[config.mk]
export PLATFORM = sky130hd
export DESIGN_NAME = lv_wdg_top
export DESIGN_NICKNAME = d
export VERILOG_FILES = /design/src/hdl/wdg_pkg.sv /design/src/hdl/wdg_scan_if.sv /design/src/hdl/lv_wdg_top.sv /design/src/hdl/wdg_crc_chk.sv /design/src/hdl/wdg_link_fsm.sv /design/src/hdl/wdg_scan_fsm.sv /design/src/hdl/wdg_timer.sv
export SDC_FILE = /design/constraint.sdc
export NUM_CORES = 1
export LEC_CHECK = 0
export ABC_CLOCK_PERIOD_IN_PS = 3200
export BUFFER_PORTS_ARGS = -buffer_cell sky130_fd_sc_hd__buf_2
export CAP_MARGIN = 0
export CELL_PAD_IN_SITES_DETAIL_PLACEMENT = 1
export CELL_PAD_IN_SITES_GLOBAL_PLACEMENT = 1
export CORE_MARGIN = 4
export CORE_UTILIZATION = 46
export DETAILED_ROUTE_END_ITERATION = 7
export PLACE_DENSITY = 0.86
export SYNTH_ARGS = -nofsm -noshare
export SYNTH_HDL_FRONTEND = slang
export SYNTH_SLANG_ARGS = --single-unit
[constraint.sdc]
create_clock -name i_clk -period 3.2 [get_ports i_clk]
set_input_delay 0.16 -clock i_clk [delete_from_list [all_inputs] [get_ports i_clk]]
set_output_delay 0.16 -clock i_clk [all_outputs]
set_load 0.05 [all_outputs]
[src/hdl/wdg_pkg.sv]
// Widths, interval tables and state encodings shared by the watchdog RTL.
// Interval tables hold cycle counts and must fit in WDG_CNT_W bits.
// The scanner visits SCAN_ADDR_TAB from entry 0 upward.
`default_nettype none

package wdg_pkg;

    //==================================================
    // widths
    //==================================================
    localparam int REG_AW    = 7;
    localparam int REG_DW    = 8;
    localparam int REG_CRC_W = 8;
    localparam int WDG_CNT_W = 8;

    localparam int SCAN_TAB_LEN = 8;

    // one limit per 2-bit config code
    typedef logic [WDG_CNT_W-1:0] cnt_tab_t [4];

    //==================================================
    // tables
    //==================================================
    localparam logic [REG_AW-1:0] SCAN_ADDR_TAB [SCAN_TAB_LEN] = '{
        7'h01, 7'h02, 7'h03, 7'h08, 7'h09, 7'h0A, 7'h0B, 7'h30
    };

    localparam cnt_tab_t SCAN_TH_TAB    = '{8'd16, 8'd32, 8'd64, 8'd128};
    localparam cnt_tab_t REFRESH_TH_TAB = '{8'd20, 8'd40, 8'd80, 8'd160};
    localparam cnt_tab_t TIMEOUT_TH_TAB = '{8'd12, 8'd24, 8'd48, 8'd96};

    // crc-8, msb first, no reflection, no final xor
    localparam logic [REG_CRC_W-1:0] CRC_POLY = 8'h07;
    localparam logic [REG_CRC_W-1:0] CRC_INIT = 8'h00;

    typedef enum logic {
        SCAN_IDLE,
        SCAN_WAIT_ACK
    } scan_state_e;

    typedef enum logic [1:0] {
        LINK_OFF,
        LINK_IDLE,
        LINK_REQ,
        LINK_WAIT_RSP
    } link_state_e;

endpackage

`default_nettype wire

[src/hdl/wdg_scan_if.sv]
// Scan response path between the scanner and the CRC checker.
// ack, data and crc are driven from the register bank side at the top.
`default_nettype none

interface wdg_scan_if import wdg_pkg::*; ();

    // address of the outstanding read, held until the next launch
    logic [REG_AW-1:0]    addr;

    // single-cycle strobe from the register bank
    logic                 ack;
    logic [REG_DW-1:0]    data;
    logic [REG_CRC_W-1:0] crc;

    // scanner owns the address and watches the ack
    modport scan (
        output addr,
        input  ack
    );

    // checker only looks
    modport chk (
        input  addr,
        input  ack,
        input  data,
        input  crc
    );

endinterface

`default_nettype wire

[src/hdl/lv_wdg_top.sv]
// Low-voltage watchdog top level.
// Register bank, OWT and SPI sit outside; all inputs share i_clk.
// Interval codes select entries of the package tables at run time.
`default_nettype none

module lv_wdg_top import wdg_pkg::*; #(
    parameter int CNT_W        = WDG_CNT_W,
    parameter int SCAN_REG_NUM = SCAN_TAB_LEN
) (
    input  wire logic                 i_clk,
    input  wire logic                 i_rst_n,
    // register scan
    input  wire logic                 i_scan_en,
    input  wire logic                 i_bist_scan_req,
    output logic                      o_scan_rd_req,
    output logic [REG_AW-1:0]         o_scan_addr,
    input  wire logic                 i_scan_ack,
    input  wire logic [REG_DW-1:0]    i_scan_data,
    input  wire logic [REG_CRC_W-1:0] i_scan_crc,
    output logic                      o_scan_crc_err,
    output logic                      o_bist_scan_ack,
    output logic                      o_bist_scan_err,
    // owt link
    input  wire logic                 i_owt_en,
    input  wire logic                 i_fsm_owt_tx_req,
    input  wire logic                 i_bist_owt_tx_req,
    output logic                      o_owt_tx_req,
    input  wire logic                 i_owt_tx_ack,
    input  wire logic                 i_spi_rst_wdg,
    input  wire logic                 i_owt_rx_rsp,
    output logic                      o_wdg_timeout_err,
    // interval codes
    input  wire logic [1:0]           i_cfg_tmo,
    input  wire logic [1:0]           i_cfg_refresh,
    input  wire logic [1:0]           i_cfg_crc
);

    logic scan_run;
    logic scan_expire;
    logic refresh_run;
    logic refresh_clr;
    logic refresh_expire;
    logic tmo_run;
    logic tmo_clr;
    logic tmo_expire;

    wdg_scan_if u_scan_if ();

    assign u_scan_if.ack  = i_scan_ack;
    assign u_scan_if.data = i_scan_data;
    assign u_scan_if.crc  = i_scan_crc;
    assign o_scan_addr    = u_scan_if.addr;

    //==================================================
    // register scan
    //==================================================
    // scan interval restarts through i_run alone
    wdg_timer #(.CNT_W(CNT_W), .LIMITS(SCAN_TH_TAB)) u_scan_tmr (
        .i_clk    (i_clk),
        .i_rst_n  (i_rst_n),
        .i_run    (scan_run),
        .i_clr    (1'b0),
        .i_sel    (i_cfg_crc),
        .o_expire (scan_expire)
    );

    wdg_scan_fsm #(.SCAN_REG_NUM(SCAN_REG_NUM)) u_scan_fsm (
        .i_clk           (i_clk),
        .i_rst_n         (i_rst_n),
        .i_scan_en       (i_scan_en),
        .i_bist_scan_req (i_bist_scan_req),
        .i_tmr_expire    (scan_expire),
        .o_tmr_run       (scan_run),
        .o_scan_rd_req   (o_scan_rd_req),
        .bus             (u_scan_if.scan)
    );

    wdg_crc_chk u_crc_chk (
        .i_clk           (i_clk),
        .i_rst_n         (i_rst_n),
        .bus             (u_scan_if.chk),
        .o_scan_crc_err  (o_scan_crc_err),
        .o_bist_scan_ack (o_bist_scan_ack)
    );

    assign o_bist_scan_err = o_scan_crc_err;

    //==================================================
    // link supervision
    //==================================================
    wdg_timer #(.CNT_W(CNT_W), .LIMITS(REFRESH_TH_TAB)) u_refresh_tmr (
        .i_clk    (i_clk),
        .i_rst_n  (i_rst_n),
        .i_run    (refresh_run),
        .i_clr    (refresh_clr),
        .i_sel    (i_cfg_refresh),
        .o_expire (refresh_expire)
    );

    wdg_timer #(.CNT_W(CNT_W), .LIMITS(TIMEOUT_TH_TAB)) u_tmo_tmr (
        .i_clk    (i_clk),
        .i_rst_n  (i_rst_n),
        .i_run    (tmo_run),
        .i_clr    (tmo_clr),
        .i_sel    (i_cfg_tmo),
        .o_expire (tmo_expire)
    );

    wdg_link_fsm u_link_fsm (
        .i_clk             (i_clk),
        .i_rst_n           (i_rst_n),
        .i_owt_en          (i_owt_en),
        .i_fsm_owt_tx_req  (i_fsm_owt_tx_req),
        .i_bist_owt_tx_req (i_bist_owt_tx_req),
        .i_owt_tx_ack      (i_owt_tx_ack),
        .i_spi_rst_wdg     (i_spi_rst_wdg),
        .i_owt_rx_rsp      (i_owt_rx_rsp),
        .i_refresh_expire  (refresh_expire),
        .i_tmo_expire      (tmo_expire),
        .o_refresh_run     (refresh_run),
        .o_refresh_clr     (refresh_clr),
        .o_tmo_run         (tmo_run),
        .o_tmo_clr         (tmo_clr),
        .o_owt_tx_req      (o_owt_tx_req),
        .o_wdg_timeout_err (o_wdg_timeout_err)
    );

endmodule

`default_nettype wire

[src/hdl/wdg_crc_chk.sv]
// CRC-8 check of each scanned register word.
// The message is {1'b1, addr, data}, shifted in msb first.
// Both outputs are registered and appear one cycle after the ack.
`default_nettype none

module wdg_crc_chk import wdg_pkg::*; (
    input  wire logic i_clk,
    input  wire logic i_rst_n,
    wdg_scan_if.chk   bus,
    output logic      o_scan_crc_err,
    output logic      o_bist_scan_ack
);

    localparam int MSG_W = 1 + REG_AW + REG_DW;

    logic [MSG_W-1:0]     crc_msg;
    logic [REG_CRC_W-1:0] crc_calc;

    // marker bit keeps an all-zero word from giving a zero crc
    assign crc_msg = {1'b1, bus.addr, bus.data};

    // unrolled serial lfsr
    always_comb begin
        crc_calc = CRC_INIT;
        for (int i = MSG_W - 1; i >= 0; i--) begin
            if (crc_calc[REG_CRC_W-1] ^ crc_msg[i]) begin
                crc_calc = {crc_calc[REG_CRC_W-2:0], 1'b0} ^ CRC_POLY;
            end else begin
                crc_calc = {crc_calc[REG_CRC_W-2:0], 1'b0};
            end
        end
    end

    always_ff @(posedge i_clk or negedge i_rst_n) begin
        if (!i_rst_n) begin
            o_scan_crc_err  <= 1'b0;
            o_bist_scan_ack <= 1'b0;
        end else begin
            o_scan_crc_err  <= bus.ack & (bus.crc != crc_calc);
            o_bist_scan_ack <= bus.ack;
        end
    end

endmodule

`default_nettype wire

[src/hdl/wdg_link_fsm.sv]
// OWT link supervisor.
// Transmit request edges are only taken in LINK_IDLE.
// The timeout error is sticky until a response or until i_owt_en drops.
`default_nettype none

module wdg_link_fsm import wdg_pkg::*; (
    input  wire logic i_clk,
    input  wire logic i_rst_n,
    input  wire logic i_owt_en,
    input  wire logic i_fsm_owt_tx_req,
    input  wire logic i_bist_owt_tx_req,
    input  wire logic i_owt_tx_ack,
    input  wire logic i_spi_rst_wdg,
    input  wire logic i_owt_rx_rsp,
    input  wire logic i_refresh_expire,
    input  wire logic i_tmo_expire,
    output logic      o_refresh_run,
    output logic      o_refresh_clr,
    output logic      o_tmo_run,
    output logic      o_tmo_clr,
    output logic      o_owt_tx_req,
    output logic      o_wdg_timeout_err
);

    link_state_e state_q;
    link_state_e state_d;
    logic        fsm_req_q;
    logic        bist_req_q;
    logic        tx_launch;

    //==================================================
    // request edge detect
    //==================================================
    always_ff @(posedge i_clk or negedge i_rst_n) begin
        if (!i_rst_n) begin
            fsm_req_q  <= 1'b0;
            bist_req_q <= 1'b0;
        end else begin
            fsm_req_q  <= i_fsm_owt_tx_req;
            bist_req_q <= i_bist_owt_tx_req;
        end
    end

    assign tx_launch = (i_fsm_owt_tx_req & ~fsm_req_q) |
                       (i_bist_owt_tx_req & ~bist_req_q);

    //==================================================
    // state machine
    //==================================================
    always_comb begin
        state_d = state_q;
        if (!i_owt_en) begin
            state_d = LINK_OFF;
        end else begin
            case (state_q)
                LINK_OFF: state_d = LINK_IDLE;
                LINK_IDLE: begin
                    if (i_spi_rst_wdg) begin
                        state_d = LINK_WAIT_RSP;
                    end else if (i_refresh_expire || tx_launch) begin
                        state_d = LINK_REQ;
                    end
                end
                LINK_REQ: begin
                    if (i_spi_rst_wdg || i_owt_tx_ack) begin
                        state_d = LINK_WAIT_RSP;
                    end else if (i_tmo_expire) begin
                        state_d = LINK_IDLE;
                    end
                end
                LINK_WAIT_RSP: begin
                    if (i_spi_rst_wdg) begin
                        state_d = LINK_WAIT_RSP;
                    end else if (i_owt_rx_rsp || i_tmo_expire) begin
                        state_d = LINK_IDLE;
                    end
                end
                default: state_d = LINK_OFF;
            endcase
        end
    end

    always_ff @(posedge i_clk or negedge i_rst_n) begin
        if (!i_rst_n) begin
            state_q <= LINK_OFF;
        end else begin
            state_q <= state_d;
        end
    end

    // sticky error, response wins over a same-cycle expiry
    always_ff @(posedge i_clk or negedge i_rst_n) begin
        if (!i_rst_n) begin
            o_wdg_timeout_err <= 1'b0;
        end else if (!i_owt_en || i_owt_rx_rsp) begin
            o_wdg_timeout_err <= 1'b0;
        end else if (i_tmo_expire) begin
            o_wdg_timeout_err <= 1'b1;
        end
    end

    // timer control, gated by enable so they clear at once
    assign o_refresh_run = i_owt_en & (state_q == LINK_IDLE);
    assign o_refresh_clr = i_spi_rst_wdg;
    assign o_tmo_run     = i_owt_en & ((state_q == LINK_REQ) | (state_q == LINK_WAIT_RSP));
    assign o_tmo_clr     = i_owt_rx_rsp;

    assign o_owt_tx_req = (state_q == LINK_REQ);

endmodule

`default_nettype wire

[src/hdl/wdg_scan_fsm.sv]
// Background register scanner.
// SCAN_REG_NUM must not exceed SCAN_TAB_LEN; only the first entries are visited.
// A read stays outstanding until acked or both enables drop; no launch meanwhile.
`default_nettype none

module wdg_scan_fsm import wdg_pkg::*; #(
    parameter int SCAN_REG_NUM = SCAN_TAB_LEN
) (
    input  wire logic i_clk,
    input  wire logic i_rst_n,
    input  wire logic i_scan_en,
    input  wire logic i_bist_scan_req,
    input  wire logic i_tmr_expire,
    output logic      o_tmr_run,
    output logic      o_scan_rd_req,
    wdg_scan_if.scan  bus
);

    localparam int PTR_W = (SCAN_REG_NUM > 1) ? $clog2(SCAN_REG_NUM) : 1;

    scan_state_e      state_q;
    scan_state_e      state_d;
    logic [PTR_W-1:0] ptr_q;
    logic             bist_req_q;
    logic             bist_launch;
    logic             launch;
    logic             scan_off;

    //==================================================
    // launch detect
    //==================================================
    always_ff @(posedge i_clk or negedge i_rst_n) begin
        if (!i_rst_n) begin
            bist_req_q <= 1'b0;
        end else begin
            bist_req_q <= i_bist_scan_req;
        end
    end

    assign bist_launch = i_bist_scan_req & ~bist_req_q;
    assign scan_off    = ~i_scan_en & ~i_bist_scan_req;

    // only one read in flight at a time
    assign launch = (state_q == SCAN_IDLE) & (i_tmr_expire | bist_launch);

    //==================================================
    // state machine
    //==================================================
    always_comb begin
        state_d = state_q;
        case (state_q)
            SCAN_IDLE: begin
                if (launch) begin
                    state_d = SCAN_WAIT_ACK;
                end
            end
            SCAN_WAIT_ACK: begin
                if (scan_off || bus.ack) begin
                    state_d = SCAN_IDLE;
                end
            end
            default: state_d = SCAN_IDLE;
        endcase
    end

    always_ff @(posedge i_clk or negedge i_rst_n) begin
        if (!i_rst_n) begin
            state_q <= SCAN_IDLE;
        end else begin
            state_q <= state_d;
        end
    end

    // pointer and address move together at each launch
    always_ff @(posedge i_clk or negedge i_rst_n) begin
        if (!i_rst_n) begin
            ptr_q    <= '0;
            bus.addr <= '0;
        end else if (launch) begin
            bus.addr <= SCAN_ADDR_TAB[ptr_q];
            if (ptr_q == PTR_W'(SCAN_REG_NUM - 1)) begin
                ptr_q <= '0;
            end else begin
                ptr_q <= ptr_q + PTR_W'(1);
            end
        end
    end

    assign o_scan_rd_req = (state_q == SCAN_WAIT_ACK);

    // interval restarts after every ack
    assign o_tmr_run = i_scan_en & (state_q == SCAN_IDLE);

endmodule

`default_nettype wire

[src/hdl/wdg_timer.sv]
// Interval counter with a table-selected limit.
// Limits of 0 or 1 are not supported; the count would never leave zero.
// o_expire is combinational and marks the last count before the wrap.
`default_nettype none

module wdg_timer import wdg_pkg::*; #(
    parameter int       CNT_W  = WDG_CNT_W,
    parameter cnt_tab_t LIMITS = SCAN_TH_TAB
) (
    input  wire logic       i_clk,
    input  wire logic       i_rst_n,
    input  wire logic       i_run,
    input  wire logic       i_clr,
    input  wire logic [1:0] i_sel,
    output logic            o_expire
);

    logic [CNT_W-1:0] cnt_q;
    logic [CNT_W-1:0] last_cnt;
    logic             active;
    logic             at_last;

    // limit is picked live, so a config change takes effect mid-count
    assign last_cnt = CNT_W'(LIMITS[i_sel]) - CNT_W'(1);

    assign active  = i_run & ~i_clr;
    assign at_last = (cnt_q == last_cnt);

    //==================================================
    // counter
    //==================================================
    always_ff @(posedge i_clk or negedge i_rst_n) begin
        if (!i_rst_n) begin
            cnt_q <= '0;
        end else if (!active) begin
            cnt_q <= '0;
        end else if (at_last) begin
            cnt_q <= '0;
        end else begin
            cnt_q <= cnt_q + CNT_W'(1);
        end
    end

    // owner acts on the same edge the counter wraps
    assign o_expire = active & at_last;

endmodule

`default_nettype wire

Yosys cells after proc, flatten, opt, wreduce, memory -nomap -nowiden
Memories as Yosys holds them, arrays and structs flattened. A register that Yosys moved wholly into a read port is not among the register bits.
Cells that the tools add are included.
- reductions and logical operators: 10
- bitwise operators: 57
- multiplexer cells: 44
- $lt $le $gt $ge: 3
- $add $sub $neg: 7
- equal/unequal tests: 11
- operators with widths (kind ; number):
    2-to-1 mux 8 bit ; 12
    binary-select mux 8 bit (select 2 bit) ; 3
    2-to-1 mux 3 bit ; 16
    inverter 3 bit ; 14
    adder 8 x 1 -> 8 bit (second input constant) ; 3
    equality test 8 bit ; 3
    subtractor 8 x 1 -> 8 bit (second input constant) ; 3
    AND 1 bit ; 14
    2-to-1 mux 2 bit ; 7
    >= comparator 3 bit (second input constant) ; 3
    inverter 2 -> 3 bit ; 3
    XOR 1 bit ; 9
    != test 4 x 3 -> 1 bit (second input constant) ; 2
    != test 8 bit ; 1
    inverter 1 bit ; 8
    case mux 2 bit (4 select lines) ; 1
    logical OR 1 bit ; 5
    XOR 1 bit (first input constant) ; 5
    equality test 2 bit (second input constant) ; 2
    2-to-1 mux 1 bit ; 4
    != test 4 x 2 -> 1 bit (second input constant) ; 1
    inverter 3 -> 4 bit ; 1
    adder 3 x 1 -> 3 bit (second input constant) ; 1
    equality test 3 bit (second input constant) ; 1
    7 further kinds ; 10
- bits in registers: 36
- bits in read-only memories: 56
- memories: 1
- memories (memory ; words ; bits a word ; read ports ; clocked after memory_dff ; wr ports ; RTL line ; RTL):
    (no name shown) ; 8 ; 7 ; 1 ; 1 ; 0 ; wdg_scan_fsm.sv:80 ; bus.addr <= SCAN_ADDR_TAB[ptr_q];

Longest topological paths before layout
- depth after elaboration: 31
- mapped depth: 7
- mapped depth without buffers: 7

Hierarchy
A second synthesis with hierarchy kept.
- cells, all modules: 253
- area, all modules: 2697.6 µm²
- by module, submodules not included (module ; instances ; area each (µm²) ; cells each):
    wdg_timer at u_refresh_tmr ; 1 ; 543.0 ; 52
    wdg_crc_chk ; 1 ; 491.7 ; 44
    wdg_timer at u_tmo_tmr ; 1 ; 475.5 ; 50
    wdg_timer at u_scan_tmr ; 1 ; 460.4 ; 45
    wdg_scan_fsm ; 1 ; 447.9 ; 34
    wdg_link_fsm ; 1 ; 267.8 ; 26
    lv_wdg_top ; 1 ; 11.3 ; 2

Worst setup path after synthesis
No wires, ideal clock.
- path kind: register to register
- start point: register u_scan_fsm.bus.addr[4]
- end point: register u_crc_chk.o_scan_crc_err
- path slack: 1.080 ns
- stages on the path, launching flop included: 7
- path buffers: 1
- setup time: 0.129 ns
- arrival time: 1.991 ns
- cell sequence: dfrtp_1 -> buf_2 -> xnor2_1 -> xnor3_1 -> nor3_1 -> nor2b_1 -> o41a_1
- longest elaborated chain between the ends: 14
- RTL lines (item ; RTL line ; RTL):
    start, declared ; wdg_scan_if.sv:17 ; output addr,
    XOR 1 bit * ; wdg_crc_chk.sv:26 ; if (crc_calc[REG_CRC_W-1] ^ crc_msg[i]) begin
    2-to-1 mux 3 bit * ; wdg_crc_chk.sv:26 ;
    inverter 3 bit (no source line) ; - ;
    2-to-1 mux 3 bit ; wdg_crc_chk.sv:26 ;
    inverter 3 bit (no source line) ; - ;
    2-to-1 mux 3 bit ; wdg_crc_chk.sv:26 ;
    XOR 1 bit ; wdg_crc_chk.sv:26 ;
    2-to-1 mux 3 bit ; wdg_crc_chk.sv:26 ;
    inverter 3 bit (no source line) ; - ;
    2-to-1 mux 3 bit ; wdg_crc_chk.sv:26 ;
    inverter 3 bit (no source line) ; - ;
    2-to-1 mux 3 bit ; wdg_crc_chk.sv:26 ;
    != test 8 bit * ; wdg_crc_chk.sv:39 ; o_scan_crc_err <= bus.ack & (bus.crc != crc_calc);
    AND 1 bit * ; wdg_crc_chk.sv:39 ;
    end signal, assigned ; wdg_crc_chk.sv:39 ;
    end, declared ; wdg_crc_chk.sv:10 ; output logic o_scan_crc_err,
Every way passes the cells marked *; elsewhere a longest branch is shown, timed or not.
A chain may end at the register's enable or synchronous reset.

Final worst setup path
- start point: register u_scan_tmr.cnt_q[6]
- end point: register u_scan_fsm.ptr_q[0]
- longest elaborated chain between the ends: 4
- RTL lines (item ; RTL line ; RTL):
    start, declared ; wdg_timer.sv:18 ; logic [CNT_W-1:0] cnt_q;
    start signal, assigned ; wdg_timer.sv:40 ; cnt_q <= cnt_q + CNT_W'(1);
    equality test 8 bit ; wdg_timer.sv:27 ; assign at_last = (cnt_q == last_cnt);
    AND 1 bit ; wdg_timer.sv:45 ; assign o_expire = active & at_last;
    OR 1 bit ; wdg_scan_fsm.sv:44 ; assign launch = (state_q == SCAN_IDLE) & (i_tmr_expire | bist_launch);
    AND 1 bit ; wdg_scan_fsm.sv:44 ;
    end signal, assigned ; wdg_scan_fsm.sv:84 ; ptr_q <= ptr_q + PTR_W'(1);
    end, declared ; wdg_scan_fsm.sv:23 ; logic [PTR_W-1:0] ptr_q;
No other way between the ends.

==> impl_metrics.yaml <==
floorplanning:
  core_area_mm2: 0.00514
  rows: 26
  dieHeight_um: 81.1
  start_util: 0.478
  die-area_mm2: 0.00658
  fp.dieW_um: 81.1
  io_pins: 46
run:
  drv_cap: 0
detailed_routing:
  first_pass_iters: 4
  wl_per_cell_um: 15.5
  drtAntennaViolNets: 0
  wl_um: 5530
  route.detailed.drc: 0
  viasPerCell: 5.14
  drt_iter0_drc: 49
  vias: 1841
clock_tree:
  cts_max_level: 2
  cts.path.max_buffers: 2
  cts_buffers: 5
  cts.clk_slew.worst_paths_ps: 80
  cts_sinks: 40
  worstSkewPairLatency_ps: 290
  clockRootBuffer: "clkbuf_8"
  cts_tree: "done"
power:
  power.leakage_nw: 1.30
  powerDensity_mw_per_mm2: 589
  peakVddDrop_mv: 0.407
setup_path:
  crit_type: "register to register"
  cp-end-kind: "register"
  worstReg2RegStart: "u_scan_tmr.cnt_q[6]"
  worstPathArrival_ps: 2160
  reg2reg_to: "u_scan_fsm.ptr_q[0]"
  worstSetupStartpointType: "register"
  cp_max_fo: 8
  ff2ff_path_depth: 5
  required_ps: 3370
  ff2ff_setup_slack_ps: 1210
layout:
  finalNetCount: 331
  diodes: 0
  final_cell_mix: "buf_2 (43), dfrtp_1 (40), nor2_1 (26)"
  layout-drive-gt1-share: 0.184
  layout_commonest_cell: "buf_2"
  area_delta_synth_final_pct: 15.3
  stdcell_count: 358
placed_design:
  place_congestion: 0.795
  io_buffers: 43
  hpwl_um: 4440
  dpl.cell_count: 348
timing:
  slew_viol_final: 0
  worst_slew_pin_slew_ps: 891
  finalSetupTns_ps: 0
  finalCritPeriodShare: 0.622
  hold_viol: 13
  finClkSkew_ps: 8.34
  clock.fmax_ghz: 0.502
  hold-worst-slack_ps: -10.9
  period_needed_ps: 1990
  setup_viol: 0
  maxSlewHeadroom: 0.406
  rsz0062_at_grt: "false"
synth:
  syn_area_mm2: 0.00246
  synth_seq_cells: 40
  synthTopCellsByArea: "dfrtp_1 (41%), xnor2_1 (8.9%), xor2_1 (7.1%), ha_1 (5.6%), nor2_1 (4.0%)"
  postSynthCellCount: 240
  synth_top_area_share: 0.407
  syn_avg_cell_area_um2: 10.2
  yosys_warnings: 0
  ys_seq_area_frac: 0.407
  ys_types: 43
  yosysTopAreaCell: "dfrtp_1"
grt:
  gr-total-overflow: 0
  antenna_found_initial: 0
  grt_max_degree: 41
  grt_pass1_vias: 2029
  grt_pass1_wl_um: 9530
  track_usage: 0.190
status:
  failed_checks: "hold timing"
  status: "finished with violations"
worst_hold_path:
  min_path_type: "input port to asynchronous set/reset pin"
==> Yosys cell counts (all sizes together) <==
| cell type | count |
|---|---|
| nand4 | 2 |
| nor4b | 1 |
| a21o | 1 |
| and3b | 1 |
| and2 | 1 |
| nand2b | 4 |
| nand3b | 1 |
| a211o | 1 |
| mux2 | 6 |
| or3 | 3 |
| o41a | 1 |
| o22ai | 2 |
| a2bb2oi | 1 |
| xnor3 | 3 |
| nor2 | 26 |
| o211ai | 3 |
| nand2 | 12 |
| a22oi | 1 |
| xor2 | 20 |
| a2111oi | 1 |
| nand3 | 14 |
| buf | 6 |
| a21oi | 2 |
| o2111ai | 2 |
| dfrtp | 40 |
| nor3b | 3 |
| or2 | 2 |
| mux2i | 4 |
| ha | 11 |
| o21ai | 4 |
| xnor2 | 25 |
| o31ai | 1 |
| and3 | 4 |
| conb | 1 |
| nor2b | 11 |
| inv | 12 |
| o21bai | 1 |
| nor3 | 3 |
| a211oi | 2 |
| o32ai | 1 |
==> through the flow <==
stage	instance area (um2)	total power, mW	utilization	worst slack, ps
6_report	2840	1.67	0.552	1210
5_1_grt	2840	1.79	0.552	1060
4_1_cts	2840	1.69	0.552	1190
3_5_place_dp	2730	1.34	0.530	1220
3_3_place_gp	2730	1.30	0.530	1310
2_1_floorplan	2460	1.17	-	1080
==> state kept, by name, summed over array words and instances, names as in the netlist <==
register / flops
u_crc_chk.o_bist_scan_ack: 1
u_crc_chk.o_scan_crc_err: 1
u_link_fsm.bist_req_q: 1
u_link_fsm.fsm_req_q: 1
u_link_fsm.o_wdg_timeout_err: 1
u_link_fsm.state_q: 2
u_refresh_tmr.cnt_q: 8
u_scan_fsm.bist_req_q: 1
u_scan_fsm.bus.addr: 4
u_scan_fsm.o_scan_rd_req: 1
u_scan_fsm.ptr_q: 3
u_scan_tmr.cnt_q: 8
u_tmo_tmr.cnt_q: 8
==> routing by layer <==
layer / global-route usage / routed length (um) / part of all wire
met1: 0.213 / 2200 / 0.40
met4: 0.0794 / 160 / 0.029
met3: 0.0410 / 146 / 0.026
met5: 0 / 0 / 0
met2: 0.346 / 3030 / 0.55
==> report_power, final <==
part | leakage, nW | switching [mW] | internal, mW
clock | 0.0455 | 0.168 | 0.176
combinational | 0.722 | 0.390 | 0.296
sequential | 0.528 | 0.0783 | 0.562
total | 1.30 | 0.637 | 1.03
==> critical path, stage by stage (launching register included) <==
cell and delay, ps:
dfrtp_1 440, nor2b_1 150, o32ai_1 320, o2111ai_1 240, a21oi_4 340, mux2_1 370
==> kinds of logic (layout without fill, tap and decap cells) <==
| logic type | count (synthesis) | count (layout) | synth area share |
|---|---|---|---|
| compound gates | 24 | 24 | 0.0886 |
| xor+xnor | 48 | 48 | 0.188 |
| fa+ha+maj | 11 | 11 | 0.0560 |
| buf+inv | 18 | 65 | 0.0346 |
| flops | 40 | 40 | 0.407 |
| mux | 10 | 10 | 0.0438 |
| other cells | 1 | 2 | 0.00153 |
| simple gates | 88 | 88 | 0.181 |
==> repair_timing <==
action,in CTS,in global routing
resized for setup,0,0
hold buffers,2,0
setup buffers,0,0
endpoints found under the hold margin,2,0
==> final cells by class <==
class | count | area (um2)
Timing Repair Buffer | 45 | 235
Multi-Input combinational cell | 183 | 1380
Sequential cell | 40 | 1000
Inverter | 12 | 45.0
Fill cell | 618 | 2300
Tap cell | 70 | 87.6
Clock buffer | 8 | 90.1
==> worst max-delay path by stage <==
| stage | from | end | slack (ps) | cells after the start |
|---|---|---|---|---|
| 2_1_floorplan | u_scan_fsm.bus.addr[4] | u_crc_chk.o_scan_crc_err | 1080 | 6 |
| 5_1_grt | u_scan_tmr.cnt_q[0] | u_scan_fsm.ptr_q[1] | 1060 | 6 |
| 4_1_cts | u_scan_tmr.cnt_q[0] | u_scan_fsm.ptr_q[0] | 1190 | 6 |
| 3_3_place_gp | u_scan_tmr.cnt_q[6] | u_scan_fsm.bus.addr[1] | 1310 | 5 |
| 6_report | u_scan_tmr.cnt_q[6] | u_scan_fsm.ptr_q[0] | 1210 | 5 |
| 3_5_place_dp | u_scan_tmr.cnt_q[0] | u_scan_fsm.ptr_q[0] | 1220 | 6 |
Power figures use the tool's default switching activity.
